==> config.mk <==
export PLATFORM = sky130hd
export DESIGN_NAME = fifo_flat
export DESIGN_NICKNAME = d
export VERILOG_FILES = /design/src/rtl/lane_pkg.sv /design/src/rtl/lane_fifo_if.sv /design/src/rtl/fifo.sv /design/src/flat_wrapper.sv
export VERILOG_INCLUDE_DIRS = /design/src /design/src/rtl
export SDC_FILE = /design/constraint.sdc
export NUM_CORES = 1
export LEC_CHECK = 0
export BUFFER_PORTS_ARGS = -buffer_cell sky130_fd_sc_hd__buf_4
export CORE_UTILIZATION = 49
export DETAILED_ROUTE_END_ITERATION = 7
export GPL_ROUTABILITY_DRIVEN = 0
export HOLD_SLACK_MARGIN = 0.1
export MAX_ROUTING_LAYER = met4
export PLACE_DENSITY = 0.73
export SETUP_SLACK_MARGIN = 0.4
export SLEW_MARGIN = 30
export SYNTH_ARGS = -nofsm -noshare
export SYNTH_HDL_FRONTEND = slang
export SYNTH_SLANG_ARGS = --single-unit
==> constraint.sdc <==
create_clock -name clk -period 1.1 [get_ports clk]
set_input_delay 0.11 -clock clk [delete_from_list [all_inputs] [get_ports clk]]
set_output_delay 0.11 -clock clk [all_outputs]
set_load 0.02 [all_outputs]
==> src/rtl/lane_defs.svh <==
// ========================================
// Lane switch sizing macros
// Lane count, FIFO depth and payload width
// ========================================

`ifndef LANE_DEFS_SVH
`define LANE_DEFS_SVH

// Number of independent lanes
`define LANE_COUNT 4

// Slots per lane FIFO
// Must be a power of two and one slot always stays free
`define LANE_DEPTH 4

// Payload width in bits
`define DATA_WIDTH 8

`endif

==> src/rtl/lane_pkg.sv <==
// ========================================
// Lane switch shared types
// ========================================

`default_nettype none

`include "lane_defs.svh"

package lane_pkg;

    // Payload carried through every lane
    typedef logic [`DATA_WIDTH-1:0] data_t;

    // Lane number as seen on both handshakes
    typedef logic [$clog2(`LANE_COUNT)-1:0] lane_id_t;

    // Output side handshake sequencing
    typedef enum logic [1:0] {
        // Looking for a non-empty lane
        COLLECT_IDLE,
        // out_req high and waiting for out_ack
        COLLECT_REQ,
        // out_req low and waiting for out_ack to drop
        COLLECT_RELEASE
    } collect_state_t;

endpackage : lane_pkg

`default_nettype wire

==> src/rtl/lane_fifo_if.sv <==
// ========================================
// Push and pop bundle of one lane FIFO
// ========================================

`timescale 1ns/1ps
`default_nettype none

interface lane_fifo_if;
    import lane_pkg::*;

    // Write side
    logic  push;
    data_t push_data;
    logic  full;

    // Read side
    logic  pop;
    data_t pop_data;
    logic  empty;

    // Dispatcher pushes only when full is low
    modport writer (output push, output push_data, input full);

    // Collector pops only when empty is low and reads the head
    modport reader (output pop, input pop_data, input empty);

    // Storage side owns the flags and the head data
    modport fifo (
        input  push, input  push_data, input  pop,
        output pop_data, output full, output empty
    );

endinterface : lane_fifo_if

`default_nettype wire

==> src/rtl/fifo.sv <==
// ========================================
// Lane FIFO
// Circular buffer with head always visible
// ========================================

`timescale 1ns/1ps
`default_nettype none

`include "lane_defs.svh"

module fifo #(
    parameter int FIFO_DEPTH = `LANE_DEPTH
) (
    input  logic       clk,
    input  logic       reset,
    lane_fifo_if.fifo  bus
);
    import lane_pkg::*;

    // Pointer width for a power-of-two depth
    localparam int PTR_W = $clog2(FIFO_DEPTH);

    // Storage array
    data_t mem [FIFO_DEPTH];

    // Read and write pointers
    logic [PTR_W-1:0] rd_ptr;
    logic [PTR_W-1:0] wr_ptr;

    // Pointer increments wrap naturally at the depth
    logic [PTR_W-1:0] rd_ptr_inc;
    logic [PTR_W-1:0] wr_ptr_inc;

    assign rd_ptr_inc = rd_ptr + 1'b1;
    assign wr_ptr_inc = wr_ptr + 1'b1;

    // Equal pointers mean nothing stored
    assign bus.empty = (wr_ptr == rd_ptr);

    // One slot kept free so full never aliases empty
    assign bus.full = (wr_ptr_inc == rd_ptr);

    // Head entry shown continuously
    assign bus.pop_data = mem[rd_ptr];

    // Payload storage without reset
    always_ff @(posedge clk) begin
        if (bus.push) begin
            mem[wr_ptr] <= bus.push_data;
        end
    end

    // Pointer update
    always_ff @(posedge clk) begin
        if (reset) begin
            rd_ptr <= '0;
            wr_ptr <= '0;
        end else begin
            if (bus.push) begin
                wr_ptr <= wr_ptr_inc;
            end
            // Head moves on the edge after the pop
            if (bus.pop) begin
                rd_ptr <= rd_ptr_inc;
            end
        end
    end

    // Writer must honour full
    a_no_push_when_full : assert property (
        @(posedge clk) disable iff (reset) !(bus.push && bus.full)
    ) else $error("push while full");

    // Reader must honour empty
    a_no_pop_when_empty : assert property (
        @(posedge clk) disable iff (reset) !(bus.pop && bus.empty)
    ) else $error("pop while empty");

endmodule : fifo

`default_nettype wire

==> src/flat_wrapper.sv <==
// flat-port wrapper written by rule: the top's interface ports become plain ports
module fifo_flat import lane_pkg::*;
#(
    parameter int FIFO_DEPTH = `LANE_DEPTH
)
  (clk, reset, bus_push, bus_push_data, bus_pop, bus_pop_data, bus_full, bus_empty);
  lane_fifo_if bus_i ();
  input  logic clk;
  input  logic reset;
  input wire logic [$bits(bus_i.push)-1:0] bus_push;
  input wire logic [$bits(bus_i.push_data)-1:0] bus_push_data;
  input wire logic [$bits(bus_i.pop)-1:0] bus_pop;
  output wire logic [$bits(bus_i.pop_data)-1:0] bus_pop_data;
  output wire logic [$bits(bus_i.full)-1:0] bus_full;
  output wire logic [$bits(bus_i.empty)-1:0] bus_empty;
  assign bus_i.push = bus_push;
  assign bus_i.push_data = bus_push_data;
  assign bus_i.pop = bus_pop;
  assign bus_pop_data = bus_i.pop_data;
  assign bus_full = bus_i.full;
  assign bus_empty = bus_i.empty;
  fifo #(.FIFO_DEPTH(FIFO_DEPTH)) u_core (.clk(clk), .reset(reset), .bus(bus_i));
endmodule
* Word level (Yosys, flattened, before mapping)
Memory sizes are Yosys's and may differ from the RTL's. A register that Yosys moved wholly into a read port is not among the register bits. Cells that the tools add are included.
Word-level totals: register bits after elaboration 4, bits in writable memories 32, input bits 12, output and inout bits 10, logic and storage cells 11, memories kept 1
Cells by class: $add $sub $neg 2, equality and inequality tests 2, multiplexer cells 4
Memory list:
- u_core.mem | depth 4, width 8, rd ports 1, clocked after Yosys merged registers in 1, wr ports 1, RTL line fifo.sv:24 | data_t mem [FIFO_DEPTH];
Operator list (number):
- adder 2 x 1 -> 2 bit, second input constant | 2
- == test 2 bit | 2
- two-way mux 2 bit | 2
- two-way mux 1 bit | 2

* Depth between registers and ports, before layout
depth after elaboration 3, depth in mapped cells 4, gate-level depth less buffers 4

* Least setup slack after synthesis
OpenSTA, ideal clock, no wires.
path kind register -> output, from register u_core.wr_ptr[0], to output bus_full, data arrival time 1.153 ns, data required time 0.990 ns, slack -0.163 ns, cell stages (with the launch flop) 5, path buffers 0, path through dfxtp_1 > inv_1 > ha_1 > xnor2_1 > and2_1
On the way: longest elaborated chain between the ends 2
RTL lines:
- start: declaration | RTL line fifo.sv:28 | logic [PTR_W-1:0] wr_ptr;
- start signal: assignment | RTL line fifo.sv:60 | wr_ptr <= wr_ptr_inc;
- adder 2 x 1 -> 2 bit | RTL line fifo.sv:35 | assign wr_ptr_inc = wr_ptr + 1'b1;
- via u_core.wr_ptr_inc[0] | RTL line fifo.sv:32 | logic [PTR_W-1:0] wr_ptr_inc;
- == test 2 bit | RTL line fifo.sv:41 | assign bus.full = (wr_ptr_inc == rd_ptr);
- end: declaration | RTL line flat_wrapper.sv:14 | output wire logic [$bits(bus_i.full)-1:0] bus_full;
The timed path passes the listed nets, and every way through them passes these cells.

==> results_dict.tcl <==
set metrics [dict create \
    final_cells 155 \
    worstPathCellList "buf_12, mux4_2, buf_6" \
    finalCritPeriodShare_pct 145 \
    layout_min_cycle_time_ns 1.60 \
    detail_route.first_pass.iterations 4 \
    die_width_um 56.6 \
    power.static_leakage_nw 0.801 \
    synth.net_count 89 \
    multi_input_comb_area_um2 493 \
    reg2reg_launch_point "u_core.wr_ptr[0]" \
    cp_max_delay_cell "mux4_2" \
    n_antenna_cell 0 \
    design_area_mm2 0.00219 \
    mappedNetlistArea_mm2 0.00146 \
    timing.critical_path.from_type "flip-flop" \
    timing.hold.worst_path_depth 3 \
    drive_above_1_share_pct 61.3 \
    tightest_slew_ns 0.130 \
    vias_in_the_first_global_route 835 \
    portBuffers 21 \
    achievable-frequency_mhz 626 \
    tritoncts "done" \
    numPlacedInstances 131 \
    final_hold_viol_count 0 \
    cts_buffers 5 \
    violations "setup timing" \
    grtUsageTotal_pct 17.1 \
    coreArea_mm2 0.00278 \
    floorplan.die.height_um 56.6 \
    grt_start_max_net_pins 12 \
    yosys.area.top_type_share_pct 65.8 \
    syn_avg_cell_area_um2 20.0 \
    capturing_point_of_the_worst_reg2reg_path "u_core.mem[3][0]" \
    max-slew-margin-rel_pct 91.1 \
    clockRootBuffer "clkbuf_4" \
    areaGrowthSynthToFinish_pct 49.7 \
    ctsHtreeMaxLevel 2 \
    holdBufCountCts 9 \
    timing.setup.tns_ns -8.20 \
    worstHoldPathType "in2reg" \
    yosysUniqueCellTypes 15 \
    crit_path_end_kind "output port" \
    placed_area_mm2 0.00180 \
    first_pass_grt_wire_length_um 3740 \
    detail_route.vias_per_cell 5.12 \
    synthesis.instances 73 \
    max_cap_viol_count 0 \
    routed_wirelength_um 2380 \
    ctsLongestPathBuffers 2 \
    total_die_area_mm2 0.00320 \
    detail-route-antenna-nets 0 \
    worst_clock_skew_ns 0.00284 \
    cts.clk_slew.worst_paths_ns 0.10 \
    synth_seq_cells 38 \
    synth_sequential_area_ratio_pct 74.0 \
    rr_worst_depth 5 \
    setup_viol 34 \
    power-per-cell-area_mw_per_mm2 1500 \
    worstPathMaxFanout 7 \
    grt_antenna_before_repair 0 \
    layout.nets 139 \
    setup_repair_after_global_routing_missed_its_margin "true" \
    crit_arrival_ns 1.49 \
    post-route-drc-count 0 \
    final_core_utilization_pct 78.7 \
    synth_top_cell_by_area "edfxtp_1" \
    placement_rows 19 \
    final_cell_mix "32 x edfxtp_1, 22 x buf_6, 12 x buf_4, 9 x dlygate4sd3_1, 8 x mux4_2" \
    reg2reg_setup_slack_ns -0.17 \
    final.fill_count 145 \
    critical_path.top_delay_family "multiplexers" \
    ir_worst_vdd_uv 1400 \
    min-delay-start "bus_pop" \
    cts_num_sinks 38 \
    worst_ep_required_time_ns 0.99 \
    timing.final.ws_setup_ns -0.498 \
    area.sequential_mm2 0.00110 \
    io_pins 22 \
    clk-insertion-delay-late_ns 0.33 \
    worst_hold_path.endpoint "u_core.rd_ptr[0]" \
    routed-via-count 794 \
    synth.top_cells.by_area "edfxtp_1 66%, mux4_2 12%, dfxtp_1 8.2%" \
    outcome "complete, but fails checks" \
    avgRoutedWirePerCell_um 15.3 \
    path_class "reg2out" \
    initial_core_util_pct 52.5 \
    path_buf_inv 2 \
    mostFrequentLayoutCell "edfxtp_1" \
    count_of_routing_violations_after_the_opening_detailed_route_iteration 4 \
    ys.warnings.count 0 \
    place_hpwl_um 1430 \
    grt_overflow_total 0 \
    final-max-slew-violation-count 0 \
    max_stage_delay_ns 0.51 \
]
[repair_timing]
| action | CTS | global route |
|---|---|---|
| pin swaps | 2 | 7 |
| gates resized for setup | 26 | 11 |
| hold endpoints to repair | 38 | 5 |
| endpoints found under the setup margin | 48 | 52 |
| setup buffers | 3 | 4 |
| cloned | 0 | 0 |
[worst max-delay path by stage]
stage                            endpoint  slack, ns  cells past startpoint
final                     bus_pop_data[5]      -0.50                      3
after global routing      bus_pop_data[0]      -0.56                      3
after CTS                 bus_pop_data[5]      -0.51                      3
after detailed placement  bus_pop_data[5]      -0.15                      3
after global placement    bus_pop_data[1]      -0.14                      3
after floorplan           bus_pop_data[0]      -0.03                      2
[flip-flops by register name, indices dropped and copies added, names as in the netlist, named ones only]
name and flops:
u_core.mem 32, u_core.wr_ptr 2, u_core.rd_ptr 2
[worst min-delay path, cell delays in order]
cell and delay (ns):
buf_4 0.11, xnor2_2 0.12, nor2_1 0.04
[metal layers]
| layer | track usage (%) | wire length [um] |
|---|---|---|
| met1 | 18.6 | 926 |
| met2 | 28.1 | 1300 |
| met4 | 10.5 | 55 |
| met5 | - | 0 |
| met3 | 4.15 | 91 |
[synth_stat cells]
master    count
a21bo_2       1
ha_1          4
mux4_2        8
xor2_1        2
clkbuf_2      1
inv_1         2
nor2_1        5
nand3b_1      1
and2_1        5
xnor2_1       3
buf_6         1
edfxtp_1     32
dfxtp_1       6
mux2i_1       1
a21oi_1       1
[where the power goes]
part	leakage (nW)	switching, mW	internal [mW]
combinational	0.411	0.304	0.434
sequential	0.346	0.0413	1.64
clock	0.0446	0.423	0.437
total	0.801	0.769	2.51
[layout make-up]
class	instances	area share, %
Clock buffer	8	3.60
Inverter	2	0.572
Multi-Input combinational cell	31	22.5
Sequential cell	38	50.1
Tap cell	31	1.77
Timing Repair Buffer	45	21.4
[per-stage QoR]
stage / power [mW] / hold slack (ns) / setup slack [ns]
global route: 3.40 / 0.0518 / -0.564
CTS: 3.24 / 0.0449 / -0.514
finish: 3.28 / 0.0692 / -0.498
global placement: 2.23 / 0.309 / -0.145
detailed placement: 2.25 / 0.310 / -0.145
floorplan: 2.01 / 0.170 / -0.0256
[logic make-up (layout without fill, tap and decap cells)]
group	after synthesis	count (layout)	share of synthesized area, %
fa+ha+maj	4	4	3.42
simple gates	11	11	3.94
flops	38	38	74.0
compound gates	2	2	1.03
mux	9	9	13.0
buf+inv	4	55	1.63
xor+xnor	5	5	3.00
Power figures use the tool's default switching activity.
